[src/common/board_pkg.sv]
package board_pkg;

    // Board address map, one region per peripheral

    // Boot ROM, 4 KB at the bottom of the map
    localparam logic [63:0] rom_base = 64'h0000_0000_0000_0000;

    // Program RAM, directly above the ROM
    localparam logic [63:0] ram_base = 64'h0000_0000_0000_1000;

    // Console output register, write only
    localparam logic [63:0] console_base = 64'h0000_0000_8000_0000;

    // Keyboard data register, read only
    localparam logic [63:0] key_base = 64'h0000_0000_8000_0010;

    // Default memory depths in 32-bit words
    localparam int rom_words_dflt = 1024;
    localparam int ram_words_dflt = 2048;

    // Returned for reads that hit no region
    localparam logic [63:0] unmapped_fill = 64'hDEAD_BEEF_DEAD_BEEF;

    // Interrupt vector codes seen by the CPU
    localparam logic [3:0] irq_none = 4'd0;
    localparam logic [3:0] irq_key = 4'd1;

    // PS/2 set 2 break prefix
    localparam logic [7:0] ps2_break = 8'hF0;

endpackage

[src/common/bus_pkg.sv]
package bus_pkg;

    // CPU to memory request
    // Read and write enables are single-cycle levels
    typedef struct packed {
        logic [63:0] address;
        logic [63:0] write_data;
        logic        read_enable;
        logic        write_enable;
    } bus_req_t;

    // Memory to CPU, valid the cycle after the read
    typedef struct packed {
        logic [63:0] read_data;
    } bus_rsp_t;

    // Decoded keyboard byte with one-cycle pulses
    typedef struct packed {
        logic [7:0] code;
        logic       make;
        logic       brk;
    } key_event_t;

    // One console character per strobe
    typedef struct packed {
        logic       strobe;
        logic [7:0] char;
    } tx_beat_t;

endpackage

[src/verilog/console_port.sv]
`timescale 1ns/100ps

module console_port (
    input  logic                CLOCK_50,
    input  logic                KEY0,
    input  bus_pkg::tx_beat_t   console_wr,
    input  logic [3:0]          irq_vector,
    output bus_pkg::tx_beat_t   tx,
    output logic [7:0]          LEDG,
    output logic                LEDR7
);
    import board_pkg::*;

    always_ff @(posedge CLOCK_50 or negedge KEY0) begin
        if (!KEY0) begin
            tx    <= '0;
            LEDG  <= '0;
            LEDR7 <= 1'b0;
        end else begin
            // One strobe per write, one cycle late
            tx.strobe <= console_wr.strobe;
            if (console_wr.strobe) begin
                tx.char <= console_wr.char;
                LEDG    <= console_wr.char;
            end
            // Pending interrupt lamp
            LEDR7 <= irq_vector != irq_none;
        end
    end

    a_one_strobe: assert property (@(posedge CLOCK_50) disable iff (!KEY0)
        (tx.strobe && !console_wr.strobe) |=> !tx.strobe);

endmodule

[config.mk]
export PLATFORM = sky130hd
export DESIGN_NAME = console_port
export DESIGN_NICKNAME = d
export VERILOG_FILES = /design/src/common/board_pkg.sv /design/src/common/bus_pkg.sv /design/src/verilog/console_port.sv
export SDC_FILE = /design/constraint.sdc
export NUM_CORES = 1
export LEC_CHECK = 0
export ABC_CLOCK_PERIOD_IN_PS = 900
export BUFFER_PORTS_ARGS = -buffer_cell sky130_fd_sc_hd__buf_2
export CORE_AREA = 2 2 39 41
export CTS_BUF_LIST = sky130_fd_sc_hd__clkbuf_4 sky130_fd_sc_hd__clkbuf_8 sky130_fd_sc_hd__clkbuf_16
export DETAILED_ROUTE_END_ITERATION = 10
export DIE_AREA = 0 0 41 43
export HOLD_SLACK_MARGIN = 0.06
export PLACE_DENSITY = 0.66
export SLEW_MARGIN = 20
export SYNTH_ARGS = -nofsm -noshare
export SYNTH_HDL_FRONTEND = slang
export SYNTH_SLANG_ARGS = --single-unit
[constraint.sdc]
create_clock -name CLOCK_50 -period 0.9 [get_ports CLOCK_50]
set_input_delay 0.18 -clock CLOCK_50 [delete_from_list [all_inputs] [get_ports CLOCK_50]]
set_output_delay 0.18 -clock CLOCK_50 [all_outputs]
set_load 0.02 [all_outputs]
==> metrics.txt <==
CTS tree yes; maximum clock insertion buffer count 2; #FFs+latches synth 10; max_cap viols 0; Final Setup Violations 19; setup ws final -0.0895 ns; initial antenna violation count 0; Die Area around 0.0018 mm²; most frequent cells in the layout 22 x buf_2, 10 x dfrtp_1, 8 x mux2_2, 8 x buf_6; post-place setup slack -0.0109 ns; Remaining Overflow, GRT 0; PortBufs 32; CP max stage delay 0.41 ns; layout cells sized above 1 78.9%; root buf cell clkbuf_4; leakage power 0.000321 µW; drt initial violations 0; Slew @ Worst Pin 0.221 ns; Yosys cell types 5; wire length of the first global-routing pass about 1100 µm; Ys Warns 0; commonest non-fill, non-tap cell in the layout buf_2; final clock skew 0 ns; top-area cell type share of the netlist area roughly 61%; Seq/Total Area, Yosys 60.6%; post-layout util 46.0%; Layout area overhead 54.2%; Routed WL 754 µm; Slew Viols, Final 0; CP max stage cell dfrtp_1; failing checks setup timing; CP Launch Point LEDG[6]$_DFFE_PN0P_; critical-path maximum fanout 3; htree depth 1; CP cell instances buf_6; Setup crit start kind register; Slew Limit Headroom between 80 and 90%; Post-DRT Antenna Nets 0; Worst setup EP type output pin; post-detailed-route wirelength per cell between 10 and 15 µm; DRT Pass-1 Iters 1; Post-Syn Instances 28; vias in the first global route 253; final worst-path cycle share 110%; post-route minimum period 0.990 ns; Worst Path Arrival a little over 0.8 ns; CP delay by family, top flip-flops; Synth Area per Inst 14.7 µm²; Die H 43 µm; GRT Util Overall a little under a tenth; top post-synthesis cells by area dfrtp_1 61%, mux2_2 22%, buf_4 15%; largest family of logic cells by synthesized area multiplexers; fillcell total 129; CP bufs+invs 1; CP Depth 1; reg2reg end LEDG[2]$_DFFE_PN0P_; post-synthesis mux area share a little over a fifth; final hold vios 0; CORE AREA 0.00138 mm²; RSZ-0062 raised after global routing true; DR vias/cell about 4.1; clk sinks 10; worst hold slack 0.107 ns; Final Total Pwr roughly 1200 µW; post-synthesis compound-gate area fraction 0%; Initial Util 29.8%; Power per Cell Area about 1900 mW/mm²; CP Capture Point tx[6]; critical path type register to output pin; ant diodes 0; Peak Freq between 1000 and 1500 MHz; Hold/Removal Path Class input pin to register; Adder-Cell Fraction of Synth Area 0%; reg2reg start LEDG[2]$_DFFE_PN0P_; number of nets in the layout 73; GP Congestion 0.560; Reg clk slew, reported paths 0.06 ns; Post-Synth Simple-Gate Area 1.82%; FP Rows 14; flop2flop setup slack -0.01 ns; vias post-DR 302; outcome finished, violations left; largest net degree at the start of global routing 11; chip width 41 µm; R2R depth 2; leading area contributor after synthesis dfrtp_1; DRC 0; # IOs 33; Synth Net Count 43; Post-Syn Area about 410 µm²; Num CTS Buffers 3; VDD IR max ~860 µV; xor-xnor portion of the synthesized cell area 0%; Clock Latency Late Sink ~0.25 ns; Required @ worst endpoint 0.72 ns
[per-stage QoR]
stage,instances,instance area [µm²],setup TNS (ns)
6_report,73,637,-1.38
5_1_grt,73,637,-2.11
4_1_cts,72,599,-1.67
3_5_place_dp,67,528,-0.0109
3_3_place_gp,67,528,-0.00696
2_1_floorplan,28,413,0
[cell usage after synthesis]
library cell and number:
buf_4 8, mux2_2 8, buf_2 1, or4_1 1, dfrtp_1 10
[repair_timing]
item	in CTS	in global routing
endpoints found under the hold margin	10	0
endpoints found under the setup margin	18	18
hold buffers	1	0
resized for setup	8	10
setup buffers	0	1
[area by class of cell]
class,count,area (µm²),share of cell area (%)
flip-flops and latches,10,250,39.3
repair buffers,34,233,36.5
multi-input cells,9,97.6,15.3
clock buffers,4,36.3,5.70
well taps,16,20.0,3.14
[state kept, by name (all words and copies together), names as in the netlist]
register and flops:
LEDG 8, LEDR7 1, tx 1
[cells by family after synthesis]
kind of cell	after synthesis
buffers and inverters	9
flip-flops	10
multiplexers	8
AND/OR/NAND/NOR	1
[power breakdown]
part	internal (µW)	leakage (µW)	total (µW)	switching, µW
clock	245	0.0000210	384	139
sequential	489	0.000114	519	30.0
combinational	152	0.000186	307	155
[worst min path at each step]
stage | to | start | cells past startpoint | slack (ns)
final | LEDR7$_DFF_PN0_ | irq_vector[2] | 2 | 0.11
after global routing | LEDR7$_DFF_PN0_ | irq_vector[1] | 2 | 0.12
after CTS | LEDR7$_DFF_PN0_ | irq_vector[2] | 2 | 0.1
after detailed placement | LEDG[5]$_DFFE_PN0P_ | KEY0 | 1 | 0.05
after global placement | LEDG[0]$_DFFE_PN0P_ | KEY0 | 1 | 0.05
after floorplan | LEDG[0]$_DFFE_PN0P_ | KEY0 | 0 | -0.12
[per-layer routing]
layer,wire length (µm),track usage (%),vias up
li1,-,-,146
met1,258,10.4,138
met2,427,14.7,18
met3,68,4.71,0
met4,0,4.00,0
met5,0,0,-
Power figures use the tool's default switching activity.
