`src/common/board_pkg.sv`:
```
package board_pkg;

    // Board address map, one region per peripheral

    // Boot ROM, 4 KB at the bottom of the map
    localparam logic [63:0] rom_base = 64'h0000_0000_0000_0000;

    // Program RAM, directly above the ROM
    localparam logic [63:0] ram_base = 64'h0000_0000_0000_1000;

    // Console output register, write only
    localparam logic [63:0] console_base = 64'h0000_0000_8000_0000;

    // Keyboard data register, read only
    localparam logic [63:0] key_base = 64'h0000_0000_8000_0010;

    // Default memory depths in 32-bit words
    localparam int rom_words_dflt = 1024;
    localparam int ram_words_dflt = 2048;

    // Returned for reads that hit no region
    localparam logic [63:0] unmapped_fill = 64'hDEAD_BEEF_DEAD_BEEF;

    // Interrupt vector codes seen by the CPU
    localparam logic [3:0] irq_none = 4'd0;
    localparam logic [3:0] irq_key = 4'd1;

    // PS/2 set 2 break prefix
    localparam logic [7:0] ps2_break = 8'hF0;

endpackage

```
`src/common/bus_pkg.sv`:
```
package bus_pkg;

    // CPU to memory request
    // Read and write enables are single-cycle levels
    typedef struct packed {
        logic [63:0] address;
        logic [63:0] write_data;
        logic        read_enable;
        logic        write_enable;
    } bus_req_t;

    // Memory to CPU, valid the cycle after the read
    typedef struct packed {
        logic [63:0] read_data;
    } bus_rsp_t;

    // Decoded keyboard byte with one-cycle pulses
    typedef struct packed {
        logic [7:0] code;
        logic       make;
        logic       brk;
    } key_event_t;

    // One console character per strobe
    typedef struct packed {
        logic       strobe;
        logic [7:0] char;
    } tx_beat_t;

endpackage

```
`src/verilog/key_irq.sv`:
```
`timescale 1ns/100ps

module key_irq (
    input  logic                  CLOCK_50,
    input  logic                  KEY0,
    input  bus_pkg::key_event_t   key_event,
    input  logic                  irq_ack,
    output logic [7:0]            key_code,
    output logic [3:0]            irq_vector
);
    import board_pkg::*;

    logic new_key;

    // Only nonzero make codes raise the interrupt
    assign new_key = key_event.make && (key_event.code != 8'd0);

    always_ff @(posedge CLOCK_50 or negedge KEY0) begin
        if (!KEY0) begin
            key_code   <= '0;
            irq_vector <= irq_none;
        end else begin
            if (new_key) begin
                // A fresh key wins over an ack in the same cycle
                key_code   <= key_event.code;
                irq_vector <= irq_key;
            end else if (irq_vector != irq_none && irq_ack) begin
                irq_vector <= irq_none;
            end
        end
    end

    // Only two vector codes exist on this board
    a_vec_legal: assert property (@(posedge CLOCK_50) disable iff (!KEY0)
        irq_vector == irq_none || irq_vector == irq_key);

endmodule

```
`config.mk`:
```
export PLATFORM = sky130hd
export DESIGN_NAME = key_irq
export DESIGN_NICKNAME = d
export VERILOG_FILES = /design/src/common/board_pkg.sv /design/src/common/bus_pkg.sv /design/src/verilog/key_irq.sv
export SDC_FILE = /design/constraint.sdc
export NUM_CORES = 1
export LEC_CHECK = 0
export BUFFER_PORTS_ARGS = -buffer_cell sky130_fd_sc_hd__buf_2
export CAP_MARGIN = 10
export CORE_AREA = 2 2 39 41
export CTS_CLUSTER_DIAMETER = 100
export DETAILED_ROUTE_END_ITERATION = 12
export DIE_AREA = 0 0 41 43
export GPL_TIMING_DRIVEN = 1
export PLACE_DENSITY = 0.7
export REMOVE_ABC_BUFFERS = 1
export SLEW_MARGIN = 15
export SYNTH_ARGS = -nofsm -noshare
export SYNTH_HDL_FRONTEND = slang
export SYNTH_SLANG_ARGS = --single-unit
```
`constraint.sdc`:
```
create_clock -name CLOCK_50 -period 1.28 [get_ports CLOCK_50]
set_clock_uncertainty 0.1 [all_clocks]
set_input_delay 0.064 -clock CLOCK_50 [delete_from_list [all_inputs] [get_ports CLOCK_50]]
set_output_delay 0.064 -clock CLOCK_50 [all_outputs]
set_load 0.03 [all_outputs]
```
==> impl_metrics.ini, run 1 <==
[sta]
post-route-period-util_pct = 85.17
rsz0062_at_grt = false
setup_viol = 0
final_max_slew_viol_count = 0
setup_slack_ns = 0.1899
fin_crit_ns = 1.090
fmax_mhz = 917.3
hold_violations = 0

[cells_and_area]
multiInputGateArea_um2 = 125.1
drive_above_1_share_pct = 49.15
syn_to_final_growth_pct = 59.06
nets = 73
fillers = 150
n_antenna_cell = 0
fin_cells = 75
final-seq-area_um2 = 225.2

[synth]
ys_seq_elements = 9
async_flop_share_pct = 100.0
syn-cell-area_um2 = 372.9
synth.distinct_cells = 9
synth_edf_count = 0
synth_area_leaders = dfrtp_1 (60%), a22o_1 (19%), buf_4 (6.0%), or4_4 (6.0%), o21ai_4 (4.4%)
synthFlopType = dfrtp_1
syn_avg_cell_area_um2 = 13.81
syn_inst = 27
ys_warn_count = 0
synth_top_area_share_pct = 60.40
post-synth-top-count-cell = dfrtp_1
ys_seq_area_share_pct = 60.40
yosysTopAreaCell = dfrtp_1
synth_common_cells = dfrtp_1 (9), a22o_1 (8), buf_4 (3)

[pwr]
cellLeakagePower_nw = 0.3045
pwr_density_cell_mw_per_mm2 = 1186
switchingPower_mw = 0.2048
p_clk_share_pct = 29.7
ir_worst_vdd_mv = 0.6521
combPwrFrac_pct = 24.6
p_int_mw = 0.4984
power_frac_seq_pct = 45.7
switching_share_pct = 29.12
power_mw = 0.7031

[global_route]
busiest_layer = met2
overflow = 0
grt_use_met2_pct = 15.31
globalRouteMet3Util_pct = 9.424
grt_first_pass_wirelength_mm = 1.207
grt_use_met1_pct = 11.67
grt_max_degree = 10
grt_pass1_vias = 312
grt_antenna_before_repair = 0
grt_usage_pct = 10.66

[worst_setup_path]
endpoint_kind = flip-flop
cp_data_required_time_ns = 1.31
path_delay_family = simple AND/OR/NAND/NOR gates
critical_path.slowest_cell = or4_4
crit_fanout = 9
critPathKind = in -> reg
worst_ep_arrival_time_ns = 1.12
startpoint_type = primary input
critPathBufInv = 1
path_cells = buf_2, or4_4, o21ai_4, o21ai_0
slowest_delay_ns = 0.54

[detailed_routing]
drc = 0
drt_wl_total_um = 744
drtIter0Drc = 3
drt_first_pass_iters = 2
vias_per_cell = 4.227
detail-route-antenna-nets = 0
vias = 317
wire_per_inst_um = 9.920

[die]
start_util_pct = 26.94
core.rowCount = 14
die-area_mm2 = 0.001763
top_level_ports = 25
coreArea_mm2 = 0.001384
die_w_um = 41
floorplan.die.height_um = 43

[clock_network]
cts_buffers = 3
path_clk_slew_ns = 0.06
root_buffer = clkbuf_4
cts_tree = done
post_cts_buffers = 0
cts_max_level = 1
cts_resized = 0
clk_latency_ns = 0.25
clockBufferDepth = 2
clock_sinks = 9

[place]
pre_cts_slack_ns = -0.1017
gp_congestion = 0.6382
io_buffers = 20
dp_cells = 64

[run]
drv_cap = 0

[min_path]
hold_class = in -> reg

[run_status]
outcome = completed
worst paths after layout:
check / slack [ns] / depth (start not counted) / end / start
setup reg to reg: 0.50 / 1 / key_code[2] / key_code[2]
max in group asynchronous: 0.83 / 2 / key_code[3] / KEY0
min in group asynchronous: 0.07 / 2 / key_code[0] / KEY0
setup / recovery: 0.19 / 4 / irq_vector[0] / key_event[3]
hold / removal: 0.03 / 3 / key_code[7] / key_event[9]
hold reg to reg: 0.39 / 1 / key_code[7] / key_code[7]
cell type report:
type,count,area share (%)
multi-input cells,15,21.10
well taps,16,3.376
clock buffers,4,4.430
inverters,1,0.6329
flip-flops and latches,9,37.97
repair buffers,30,32.49
registers in the layout, summed over array words and instances (netlist names):
register    cells
key_code        8
irq_vector      1
layout by cell type (no fill, tap or decap), drive strengths merged:
cell type    count
dfrtp            9
dlygate4sd3      7
inv              1
conb             3
clkbuf           4
a22o             8
o21ai            2
buf             23
or4              2
per-stage QoR:
step / hold slack [ns] / instance area [um2] / TNS (ns) / utilization (%)
2_1_floorplan: -0.3316 / 354.1 / 0 / -
5_1_grt: 0.02388 / 593.1 / 0 / 42.86
6_report: 0.02866 / 593.1 / 0 / 42.86
4_1_cts: 0.01886 / 593.1 / 0 / 42.86
3_3_place_gp: -0.1768 / 496.7 / -0.3859 / 35.90
3_5_place_dp: -0.1818 / 496.7 / -0.5357 / 35.90
repair_timing:
| item | 4_1_cts | 5_1_grt |
|---|---|---|
| setup endpoints to repair | 0 | 0 |
| hold endpoints to repair | 15 | 0 |
| hold buffers | 7 | 0 |
metal layers:
metal  routed length [um]  part of all wire, %
met3                   61                  8.2
met1                  298                   40
met4                    0                    0
met5                    0                    0
met2                  384                   52
cells by family after synthesis:
family	Yosys count	synth area share (%)
AOI/OAI and AO/OA	10	24.50
buffers and inverters	5	8.051
DFF	9	60.40
other	1	1.006
and+or+nand+nor	2	6.040
power groups by stage:
stage	Combinational (mW)	Sequential [mW]	Clock (mW)
final	0.173	0.321	0.209
after global routing	0.186	0.323	0.239
after CTS	0.175	0.322	0.225
after floorplan	0.0409	0.378	0
after global placement	0.157	0.326	0
after detailed placement	0.158	0.327	0
tightest hold or removal path, delay by kind of cell:
kind,cells,cell delay (ns)
AO/OA/AOI/OAI,1,0.11
buffers and inverters,2,0.18
Power figures use the tool's default switching activity.
==> run 2: changes to the inputs <==
--- a/config.mk
+++ b/config.mk
@@ -5,14 +5,15 @@
 export SDC_FILE = /design/constraint.sdc
 export NUM_CORES = 1
 export LEC_CHECK = 0
+export ABC_AREA = 1
 export BUFFER_PORTS_ARGS = -buffer_cell sky130_fd_sc_hd__buf_2
-export CAP_MARGIN = 10
+export CAP_MARGIN = 20
 export CORE_AREA = 2 2 39 41
 export CTS_CLUSTER_DIAMETER = 100
 export DETAILED_ROUTE_END_ITERATION = 12
 export DIE_AREA = 0 0 41 43
 export GPL_TIMING_DRIVEN = 1
-export PLACE_DENSITY = 0.7
+export PLACE_DENSITY = 0.74
 export REMOVE_ABC_BUFFERS = 1
 export SLEW_MARGIN = 15
 export SYNTH_ARGS = -nofsm -noshare
==> run 2 against run 1 <==
Synthesized area rose by 16%; non-clock buffer count did not move; die area did not move; largest cell class unchanged; highest routed layer is now met4.
==> impl_metrics.ini, run 2 <==
[sta]
setup_viol = 0
fin_crit_ns = 1.231
finalSetupTns_ns = 0
hold_violations = 0
final_max_slew_viol_count = 0
setup_slack_ns = 0.04872
post-route-period-util_pct = 96.19
fmax_mhz = 812.2

[worst_setup_path]
path_cells = dlygate4sd3_1, buf_2, nor2_2, nand2_2, o21ai_2, nand2_1, nand2_1
endpoint_kind = flip-flop
path_delay_family = buffers and inverters
r2r_end = key_code[7]
critPathBufInv = 2
startpoint_type = primary input
crit_start = key_event[6]
worst_ep_arrival_time_ns = 1.33
critPathKind = in -> reg
cp_data_required_time_ns = 1.38
r2r-start = key_code[7]
cp_common_cell = nand2_1
reg2reg_slack_ns = 0.56
slowest_delay_ns = 0.53
crit_fanout = 4
critical_path.slowest_cell = dlygate4sd3_1
reg2reg_depth = 2

[cells_and_area]
reg.largest.list = key_code: 8 flops, irq_vector: 1 flops
largest_reg_flops = 8
fillers = 149
regMostFlops = key_code
fin_cells = 103
n_antenna_cell = 0
nets = 101
syn_to_final_growth_pct = 58.79
final_common_cell = buf_2
drive_above_1_share_pct = 36.78
layout_common_cells = buf_2 (20), nand2_1 (18), dlygate4sd3_1 (10)

[clock_network]
clockBufferDepth = 2
cts_tree = done
cts_max_level = 1
clock_sinks = 9
cts_buffers = 3
path_clk_slew_ns = 0.06
post_cts_buffers = 0
root_buffer = clkbuf_4
clk_latency_ns = 0.26

[detailed_routing]
vias_per_cell = 4.748
wire_per_inst_um = 11.24
drt_wl_total_mm = 1.158
drtIter0Drc = 4
drt_first_pass_iters = 4
drc = 0
detail-route-antenna-nets = 0
vias = 489

[synth]
synthFlopType = dfrtp_1
ys_seq_area_share_pct = 51.87
yosysTopAreaCell = dfrtp_1
syn_avg_cell_area_um2 = 8.040
synth_area_leaders = dfrtp_1 (52%), nand2_1 (18%), nand3_1 (8.1%), buf_4 (5.2%), o21ai_4 (3.7%)
async_flop_share_pct = 100.0
post-synth-top-count-cell = nand2_1
ys_seq_elements = 9
syn-cell-area_um2 = 434.2
synth_common_cells = nand2_1 (21), dfrtp_1 (9), nand3_1 (7)
ys_warn_count = 0
synth_edf_count = 0
synth.distinct_cells = 12
synth_top_area_share_pct = 51.87
syn_inst = 54

[pwr]
ir_worst_vdd_mv = 0.3775
cellLeakagePower_nw = 0.3706
pwr_density_cell_mw_per_mm2 = 1068

[die]
floorplan.die.height_um = 43
die-area_mm2 = 0.001763
core.rowCount = 14
die_w_um = 41
start_util_pct = 31.37
top_level_ports = 25
coreArea_mm2 = 0.001384

[min_path]
holdPathStages = 3
hold-path-endpoint = key_code[2]
hold_class = in -> reg
hold_start = key_event[1]

[place]
gp_congestion = 0.6989
dp_cells = 88
pre_cts_slack_ns = 0.2561
hpwlAfterDp_um = 730.3
io_buffers = 20

[global_route]
grt_max_degree = 10
grt_antenna_before_repair = 0
overflow = 0
grt_pass1_vias = 403
grt_usage_pct = 13.04
globalRouteMet3Util_pct = 2.094
grt_use_met1_pct = 15.46
grt_first_pass_wirelength_mm = 1.566
grt_use_met2_pct = 20.63
busiest_layer = met2

[run]
drv_cap = 0

[run_status]
outcome = completed
run 2: changes by cell type in the layout (fill, tap and decap cells not counted), moves of 3 or more:
cell	before	now
a22o_1	8	0
buf_4	3	0
dlygate4sd3_1	7	10
inv_1	1	4
nand2_1	0	18
nand2_2	0	3
nand3_1	0	7
run 2: stage by stage:
step                      total power [mW]  utilization, %  hold WS (ns)  instance area, um2
after CTS                           0.7253           47.74       0.03261               660.6
after detailed placement            0.4890           38.61       -0.1747               534.3
after global routing                0.7705           49.82       0.06668               689.4
after floorplan                     0.4256               -       -0.3316               414.1
final                               0.7362           49.82       0.04279               689.4
after global placement              0.4848           38.61       -0.1820               534.3
run 2: cell type report:
cell class	instances	area (um2)	area share (%)
multi-input combinational	40	202.7	29.40
sequential	9	225.2	32.67
inverter	4	15.01	2.178
clock buffer	4	26.28	3.811
tap	16	20.02	2.904
timing repair buffer	30	200.2	29.04
run 2: timing repair:
item,4_1_cts,5_1_grt
hold buffers,10,0
hold endpoints to repair,18,0
endpoints found under the setup margin,0,9
resized for setup,0,7
run 2: worst max-delay path by stage:
stage / to / depth (start not counted)
floorplan: irq_vector[0] / 2
global placement: irq_vector[0] / 5
detailed placement: irq_vector[0] / 5
CTS: irq_vector[0] / 6
global route: key_code[7] / 8
finish: key_code[4] / 7
run 2: routing by layer:
layer | wire length, um | up-vias | part of all wire (%)
met1 | 471 | 230 | 41
met2 | 580 | 24 | 50
met5 | 0 | - | 0
met4 | 14 | 0 | 1.2
li1 | - | 231 | -
met3 | 92 | 4 | 7.9
run 2: cell families (layout without fill, tap and decap cells):
| logic type | count (synthesis) | count (layout) | synth area share [%] |
|---|---|---|---|
| compound gates | 2 | 3 | 4.899 |
| flops | 9 | 9 | 51.87 |
| other cells | 1 | 3 | 0.8637 |
| buf+inv | 8 | 38 | 9.796 |
| simple gates | 34 | 34 | 32.57 |
run 2: report_power, final:
group          internal [mW]  switching, mW
Sequential             0.309         0.0123
Clock                  0.120         0.0989
Combinational         0.0699          0.126
run 2: worst register-to-register path, delay by kind of cell (launching register included):
family,cells,cell delay [ns]
DFF,1,0.38
and+or+nand+nor,2,0.13
