--- src/common/board_pkg.sv ---
package board_pkg;

    // Board address map, one region per peripheral

    // Boot ROM, 4 KB at the bottom of the map
    localparam logic [63:0] rom_base = 64'h0000_0000_0000_0000;

    // Program RAM, directly above the ROM
    localparam logic [63:0] ram_base = 64'h0000_0000_0000_1000;

    // Console output register, write only
    localparam logic [63:0] console_base = 64'h0000_0000_8000_0000;

    // Keyboard data register, read only
    localparam logic [63:0] key_base = 64'h0000_0000_8000_0010;

    // Default memory depths in 32-bit words
    localparam int rom_words_dflt = 1024;
    localparam int ram_words_dflt = 2048;

    // Returned for reads that hit no region
    localparam logic [63:0] unmapped_fill = 64'hDEAD_BEEF_DEAD_BEEF;

    // Interrupt vector codes seen by the CPU
    localparam logic [3:0] irq_none = 4'd0;
    localparam logic [3:0] irq_key = 4'd1;

    // PS/2 set 2 break prefix
    localparam logic [7:0] ps2_break = 8'hF0;

endpackage

--- src/common/bus_pkg.sv ---
package bus_pkg;

    // CPU to memory request
    // Read and write enables are single-cycle levels
    typedef struct packed {
        logic [63:0] address;
        logic [63:0] write_data;
        logic        read_enable;
        logic        write_enable;
    } bus_req_t;

    // Memory to CPU, valid the cycle after the read
    typedef struct packed {
        logic [63:0] read_data;
    } bus_rsp_t;

    // Decoded keyboard byte with one-cycle pulses
    typedef struct packed {
        logic [7:0] code;
        logic       make;
        logic       brk;
    } key_event_t;

    // One console character per strobe
    typedef struct packed {
        logic       strobe;
        logic [7:0] char;
    } tx_beat_t;

endpackage

--- src/ps2/ps2_receiver.sv ---
`timescale 1ns/100ps

module ps2_receiver (
    input  logic                  CLOCK_50,
    input  logic                  KEY0,
    input  logic                  PS2_CLK,
    input  logic                  PS2_DAT,
    output bus_pkg::key_event_t   key_event
);
    import board_pkg::*;

    // Two-flop synchronizers, bit 1 is the safe copy
    logic [1:0]  clk_sync;
    logic [1:0]  dat_sync;
    logic        clk_prev;
    logic        clk_fall;
    // Frame assembly, LSB first
    logic [10:0] frame_sr;
    logic [3:0]  bit_cnt;
    logic [10:0] frame;
    logic        frame_ok;
    logic        frame_done;
    // Decoder state
    logic        brk_seen;
    logic [7:0]  code_q;
    logic        make_q;
    logic        brk_q;

    // Idle lines are high, so reset to 1 to avoid a false edge
    always_ff @(posedge CLOCK_50 or negedge KEY0) begin
        if (!KEY0) begin
            clk_sync <= 2'b11;
            dat_sync <= 2'b11;
            clk_prev <= 1'b1;
        end else begin
            clk_sync <= {clk_sync[0], PS2_CLK};
            dat_sync <= {dat_sync[0], PS2_DAT};
            clk_prev <= clk_sync[1];
        end
    end

    assign clk_fall = clk_prev && !clk_sync[1];

    // Full frame as seen while the stop bit is sampled
    // [0] start, [8:1] data, [9] parity, [10] stop
    assign frame = {dat_sync[1], frame_sr[10:1]};
    // Odd parity over data plus parity bit
    assign frame_ok = !frame[0] && frame[10] && (^frame[9:1]);
    assign frame_done = clk_fall && (bit_cnt == 4'd10);

    always_ff @(posedge CLOCK_50) begin
        if (clk_fall) begin
            frame_sr <= {dat_sync[1], frame_sr[10:1]};
        end
        if (frame_done && frame_ok) begin
            code_q <= frame[8:1];
        end
    end

    always_ff @(posedge CLOCK_50 or negedge KEY0) begin
        if (!KEY0) begin
            bit_cnt  <= '0;
            brk_seen <= 1'b0;
            make_q   <= 1'b0;
            brk_q    <= 1'b0;
        end else begin
            // Pulses last one cycle
            make_q <= 1'b0;
            brk_q  <= 1'b0;
            if (frame_done) begin
                bit_cnt <= '0;
                if (frame_ok) begin
                    if (frame[8:1] == ps2_break) begin
                        brk_seen <= 1'b1;
                    end else if (brk_seen) begin
                        brk_q    <= 1'b1;
                        brk_seen <= 1'b0;
                    end else begin
                        make_q <= 1'b1;
                    end
                end
            end else if (clk_fall && (bit_cnt != 4'd0 || !dat_sync[1])) begin
                // Wait at zero until a real start bit
                bit_cnt <= bit_cnt + 4'd1;
            end
        end
    end

    assign key_event.code = code_q;
    assign key_event.make = make_q;
    assign key_event.brk  = brk_q;

    // A byte is either a make or a break, never both
    a_make_brk_excl: assert property (@(posedge CLOCK_50) disable iff (!KEY0)
        !(key_event.make && key_event.brk));

endmodule

--- config.mk ---
export PLATFORM = sky130hd
export DESIGN_NAME = ps2_receiver
export DESIGN_NICKNAME = d
export VERILOG_FILES = /design/src/common/board_pkg.sv /design/src/common/bus_pkg.sv /design/src/ps2/ps2_receiver.sv
export SDC_FILE = /design/constraint.sdc
export NUM_CORES = 1
export LEC_CHECK = 0
export ABC_AREA = 1
export BUFFER_PORTS_ARGS = -buffer_cell sky130_fd_sc_hd__buf_2
export CAP_MARGIN = 20
export CORE_ASPECT_RATIO = 1.25
export CORE_MARGIN = 5
export CORE_UTILIZATION = 50
export DETAILED_ROUTE_END_ITERATION = 6
export PLACE_DENSITY = 0.81
export SLEW_MARGIN = 20
export SYNTH_ARGS = -nofsm -noshare
export SYNTH_HDL_FRONTEND = slang
export SYNTH_SLANG_ARGS = --single-unit
--- constraint.sdc ---
create_clock -name CLOCK_50 -period 1.5 [get_ports CLOCK_50]
set_input_delay 0.15 -clock CLOCK_50 [delete_from_list [all_inputs] [get_ports CLOCK_50]]
set_output_delay 0.15 -clock CLOCK_50 [all_outputs]
set_load 0.02 [all_outputs]
==> impl_metrics.toml, run 1 <==
[setup_path]
reg2reg_depth = 9
crit_fanout = 8
r2r-start = "frame_sr[8]"
rr_endpoint = "code_q[5]"
critical_path.startpoint = "frame_sr[8]"
critPathKind = "reg2reg"
crit_path_max_incr_delay_ns = 0.44
endpoint = "code_q[5]"
r2r_slack_ns = -0.08
end_kind = "register"
required_ns = 1.54
cp.arrival_ns = 1.62
crit_path_start_kind = "register"
crit_chain = "ha_4, inv_2, nand2_2, nand2_1, nand2_1, nand3_1, nand2_2, nand2_4, clkinv_4"
cpMaxStageDelayCell = "edfxtp_1"

[cells_and_area]
fin_nets = 139
layout_commonest_cell = "edfxtp_1"
drive_gt1_share_pct = 41.09
area_growth_pct = 26.91
final_cell_mix = "edfxtp_1, inv_1, buf_2, buf_4, nand2_1"
antennaDiodeCount = 0
utilization_pct = 64.84

[sta]
worst_slack_ns = -0.07717
slew_headroom_pct = 82.72
setup_viol = 8
finalHoldViolCount = 0
fmax_mhz = 634.0
rsz0062_at_grt = "yes"
finalCritPeriodShare_pct = 105.1
slew_violations = 0
tightest_slew_ns = 0.2593
clock_skew_ns = 0.006725
layout_min_cycle_time_ns = 1.577

[yosys]
synthTopCellsByArea = "edfxtp_1, dfrtp_1, dfstp_2, ha_1, inv_1"
syn_nets = 105
yosysWarningCount = 0
synth_top_area_share_pct = 44.04
syn-cell-area_um2 = 1227
ys_seq_area_share_pct = 69.01
synth_cell_types = 17
synthCells = 94
synth.largest_area_cell = "edfxtp_1"
synth.avg_cell_area_um2 = 13.06
ys_ff_latch = 30

[floorplanning]
core_area_um2 = 2402
die_w_um = 54.32
die_h_um = 65.40
num_rows = 20
ios = 14
initial_core_util_pct = 51.09
dieArea_um2 = 3552

[clocking]
cts.clk_slew.worst_paths_ns = 0.09
clk_path_buf_depth = 2
cts.sinks = 30
cts_max_level = 2
clk_latency_ns = 0.33
cts-root-buf = "clkbuf_4"
cts-buffers-inserted = 5
cts_tree = "yes"

[detailed_routing]
vias = 737
drt_iter0_markers = 18
drt_first_pass_iters = 3
routed_wire_length_per_instance_um = 12.49
antenna_left = 0
via_per_inst = 4.549
drc = 0
routed_wl_mm = 2.024

[grt]
grt_pass1_vias = 781
grtUsageTotal_pct = 13.47
antenna_found_initial = 0
grt_pass1_wl_mm = 3.277
overflow = 0
grt_max_degree = 13

[place]
port_buffers = 13
gp_congestion = 0.7891
dp_hpwl_mm = 1.414

[flow_run]
maxCapViolCount = 0

[power]
p_per_area_nw_per_um2 = 1113
finalPower_mw = 1.734
peakVddDrop_v = 0.0007661
leakagePower_nw = 0.7064

[hold_path]
hold_class = "in2async"

[status]
outcome = "finished, violations left"
violations = "negative setup slack"
Yosys cell counts:
library cell	count
ha_1	7
nor2_4	2
nand4_1	1
inv_1	18
xor2_1	2
o21ai_0	3
o21bai_1	1
and3_1	1
buf_4	2
nand2_1	12
nor2_1	5
nand3_2	1
nand3_1	8
dfrtp_1	7
dfstp_2	5
edfxtp_1	18
nand4_4	1
registers in the layout, summed over array words and instances, names as in the netlist:
register	cells
make_q	1
brk_seen	1
clk_prev	1
clk_sync	2
code_q	8
frame_sr	10
dat_sync	2
bit_cnt	4
brk_q	1
per-stage QoR:
| step | cells | TNS (ns) | setup WS (ns) | cell area [µm²] | hold slack, ns |
|---|---|---|---|---|---|
| 2_1_floorplan | 94 | -0.7922 | -0.09903 | 1232 | -0.1456 |
| 3_3_place_gp | 145 | -0.5795 | -0.07261 | 1376 | 0.02912 |
| 3_5_place_dp | 145 | -1.269 | -0.1539 | 1376 | 0.03493 |
| 4_1_cts | 158 | -0.9467 | -0.1217 | 1474 | 0.2048 |
| 5_1_grt | 162 | -1.602 | -0.1762 | 1558 | 0.2216 |
| 6_report | 162 | -0.5706 | -0.07717 | 1558 | 0.2085 |
per-layer routing:
layer / track usage (%) / wire (µm) / up-vias
li1: - / - / 374
met1: 12.71 / 730 / 342
met2: 23.50 / 1149 / 16
met3: 6.122 / 104 / 5
met4: 6.542 / 39 / 0
met5: 0 / 0 / -
worst max-delay path, delay by kind of cell (launching register included):
kind	cells	cell delay, ns
adder cells (fa/ha/maj)	1	0.30
buffers and inverters	2	0.11
flip-flops	1	0.44
AND/OR/NAND/NOR	6	0.43
area by class of cell:
class | count | area (µm²)
clock buffers | 6 | 41.29
repair buffers | 29 | 203.9
flip-flops and latches | 30 | 847.1
multi-input cells | 44 | 342.8
fillers | 198 | 844.6
clock inverters | 2 | 8.758
well taps | 33 | 41.29
inverters | 18 | 72.57
worst min path at each step:
| stage | depth (start not counted) | slack (ns) | endpoint | start |
|---|---|---|---|---|
| 5_1_grt | 2 | 0.22 | bit_cnt[3] | KEY0 |
| 3_5_place_dp | 1 | 0.03 | brk_q | KEY0 |
| 4_1_cts | 2 | 0.20 | brk_q | KEY0 |
| 2_1_floorplan | 0 | -0.15 | bit_cnt[0] | KEY0 |
| 6_report | 2 | 0.21 | brk_q | KEY0 |
| 3_3_place_gp | 1 | 0.03 | bit_cnt[3] | KEY0 |
power breakdown:
group	leakage (nW)	switching [mW]	internal, mW
clock	0.0297	0.260	0.176
combinational	0.366	0.157	0.128
sequential	0.311	0.0651	0.948
cell families (layout without fill, tap and decap cells):
group / after synthesis / after routing / share of synthesized area, %
compound gates: 4 / 4 / 1.835
flops: 30 / 30 / 69.01
fa+ha+maj: 7 / 7 / 7.135
xor+xnor: 2 / 2 / 1.427
simple gates: 31 / 31 / 13.86
buf+inv: 20 / 55 / 6.727
repair_timing:
action / 4_1_cts / 5_1_grt
hold buffers: 3 / 0
resized for setup: 1 / 13
hold endpoints to repair: 14 / 0
endpoints found under the setup margin: 11 / 15
setup buffers: 2 / 4
pin swaps: 3 / 6
Power figures use the tool's default switching activity.
==> run 2: changes to the inputs <==
Settings changed: ABC_AREA 1 to 0, CORE_UTILIZATION 50 to 58, PLACE_DENSITY 0.81 to 0.87.
Clock period 1.5 ns to 2 ns, I/O delays scaled along.
==> run 2 against run 1 <==
Net effect: the run now ends clean; synthesized area shrank 2.7%; highest routed layer unchanged; clock-buffer cell count unchanged; synthesized cell count decreased by 21%; sequential cell count unchanged; critical endpoint is now code_q[7]; global-route usage is 1.0 points higher; critical path depth decreased by 4; largest power group unchanged; clock power down 25%; core utilization is 5.4 points higher; sequential share of layout area up 6.4 points.
==> impl_metrics.toml, run 2 <==
[cells_and_area]
fin_area_um2 = 1393
final_cell_mix = "edfxtp_1, buf_2, inv_1, ha_1, dfrtp_1"
layout_commonest_cell = "edfxtp_1"
area_growth_pct = 16.54
largest_reg_flops = 10
reg_top3 = "frame_sr: 10 flops, code_q: 8 flops, bit_cnt: 4 flops"
fillers = 146
regMostFlops = "frame_sr"
multi_input_area_um2 = 304.0
antennaDiodeCount = 0
stdcell_count = 121
regArea_um2 = 847.1
drive_gt1_share_pct = 33.66
fin_nets = 111

[yosys]
synth_xor_area_share_pct = 4.084
synth.avg_cell_area_um2 = 16.15
synth_compound_area_share_pct = 1.990
synth_fa_ha_area_share_pct = 7.330
synthCells = 74
synth.largest_area_cell = "edfxtp_1"
yosysWarningCount = 0
synth_cell_types = 23
ys_ff_latch = 30
synth_top_family_by_area = "simple AND/OR/NAND/NOR gates"
ys_seq_area_share_pct = 70.89
synthTopCellsByCount = "edfxtp_1, inv_1, dfrtp_1, ha_1, dfstp_2"
muxShareOfSynthArea_pct = 2.932
syn_nets = 85
ys.flop_type = "edfxtp_1"
syn-cell-area_um2 = 1195
synth_most_common_cell = "edfxtp_1"
synthTopCellsByArea = "edfxtp_1, dfrtp_1, dfstp_2, ha_1, inv_1"
synth_top_area_share_pct = 45.24
synth-simple-area-share_pct = 8.691
synthArstFlopShare_pct = 40.00
synth_edf_count = 18

[clocking]
cts-root-buf = "clkbuf_4"
cts.clk_slew.worst_paths_ns = 0.09
clk_latency_ns = 0.33
clk_path_buf_depth = 2
cts_max_level = 2
cts-buffers-inserted = 5
cts_tree = "yes"
cts.sinks = 30

[sta]
setup_viol = 0
slew_violations = 0
finalHoldViolCount = 0
hold_ws_ns = 0.2665
clock_skew_ns = 0.01122
layout_min_cycle_time_ns = 1.972
rsz0062_at_grt = "yes"
finalCritPeriodShare_pct = 98.62
tightest_slew_ns = 0.2807
slew_headroom_pct = 81.15
fmax_mhz = 507.0

[detailed_routing]
routed_wl_mm = 1.814
vias = 642
routed_wire_length_per_instance_um = 14.99
drt_first_pass_iters = 4
via_per_inst = 5.306
drc = 0
antenna_left = 0
drt_iter0_markers = 13

[floorplanning]
core_area_um2 = 1982
num_rows = 18
die_w_um = 50.60
initial_core_util_pct = 60.29
die_h_um = 60.75
ios = 14
dieArea_um2 = 3073

[flow_run]
maxCapViolCount = 0

[power]
pwr-share-comb_pct = 15.5
power.share.clock_pct = 25.1
p_per_area_nw_per_um2 = 937.6
leakagePower_nw = 0.6250
power_switching_mw = 0.3621
peakVddDrop_v = 0.0006425
p_sw_share_pct = 27.74
power.share.sequential_pct = 59.4
intPower_mw = 0.9435
finalPower_mw = 1.306

[setup_path]
crit_fanout = 5
cp.arrival_ns = 2.03
crit_path_max_incr_delay_ns = 0.43
required_ns = 2.06
cpMaxStageDelayCell = "edfxtp_1"
cp_num_buf_inv = 1
crit_chain = "ha_1, xnor3_1, xnor2_1, nor4_4, buf_4"
crit_path_start_kind = "register"
cp_top_family = "XOR/XNOR gates"
end_kind = "register"
critPathKind = "reg2reg"

[place]
dp.cells = 108
gp_congestion = 0.7954
dpl_cell_area_um2 = 1292
dp_hpwl_mm = 1.284
port_buffers = 13

[status]
outcome = "complete, no violations"

[grt]
grtUsageTotal_pct = 14.51
antenna_found_initial = 0
grt_pass1_wl_mm = 3.118
grt_pass1_vias = 676
overflow = 0
grt_max_degree = 13

[hold_path]
hold_class = "in2async"
-- run 2: kinds of logic (layout without fill, tap and decap cells) --
group / Yosys count / in the layout
AO/OA/AOI/OAI: 4 / 4
XOR/XNOR: 4 / 4
adder cells (fa/ha/maj): 7 / 7
buffers and inverters: 11 / 38
flip-flops: 30 / 30
multiplexers: 3 / 3
AND/OR/NAND/NOR: 15 / 15
-- run 2: metrics by stage --
step | utilization, % | worst slack, ns | setup TNS [ns]
final | 70.27 | 0.02761 | 0
after global routing | 70.27 | -0.04050 | -0.3148
after CTS | 69.26 | 0.01692 | 0
after detailed placement | 65.21 | 0.03229 | 0
after global placement | 65.21 | 0.05850 | 0
after floorplan | - | -0.07248 | -0.07248
-- run 2: worst register-to-register path, cell delays in order (launching register included) --
cell      delay [ns]
edfxtp_1        0.43
ha_1            0.34
xnor3_1         0.35
xnor2_1         0.17
nor4_4          0.22
buf_4           0.20
-- run 2: final cells by class --
class                      count  area share, %
tap                           20          1.797
timing repair buffer          21          9.524
clock inverter                 2         0.6289
sequential                    30          60.83
inverter                       9          2.426
clock buffer                   6          2.965
multi-input combinational     33          21.83
-- run 2: power by group through the flow --
| stage | Combinational, mW | Sequential, mW | Clock (mW) |
|---|---|---|---|
| finish | 0.202 | 0.775 | 0.328 |
| detailed placement | 0.200 | 0.787 | 0 |
| global placement | 0.188 | 0.783 | 0 |
| CTS | 0.204 | 0.775 | 0.339 |
| global route | 0.235 | 0.788 | 0.369 |
| floorplan | 0.158 | 0.775 | 0 |
-- run 2: path summary, 6_finish.rpt --
path,start,to,slack [ns],depth (start not counted)
setup reg to reg,frame_sr[6],code_q[7],0.03,5
hold / removal,KEY0,bit_cnt[3],0.27,2
hold reg to reg,clk_sync[0],clk_sync[1],0.36,0
min in group CLOCK_50,clk_sync[0],clk_sync[1],0.36,0
setup / recovery,frame_sr[6],code_q[7],0.03,5
max in group asynchronous,KEY0,dat_sync[1],1.46,2
-- run 2: timing repair --
action | CTS | global route
endpoints found under the setup margin | 0 | 11
hold buffers | 3 | 0
endpoints found under the hold margin | 14 | 0
setup buffers | 0 | 2
resized for setup | 0 | 1
-- run 2: per-layer routing --
metal  share of wire (%)  GRT usage (%)  vias to the layer above
li1                    -              -                      308
met1                  39          15.40                      310
met2                  52          23.94                       20
met3                 7.0          6.143                        4
met4                 2.1          8.759                        0
met5                   0              0                        -
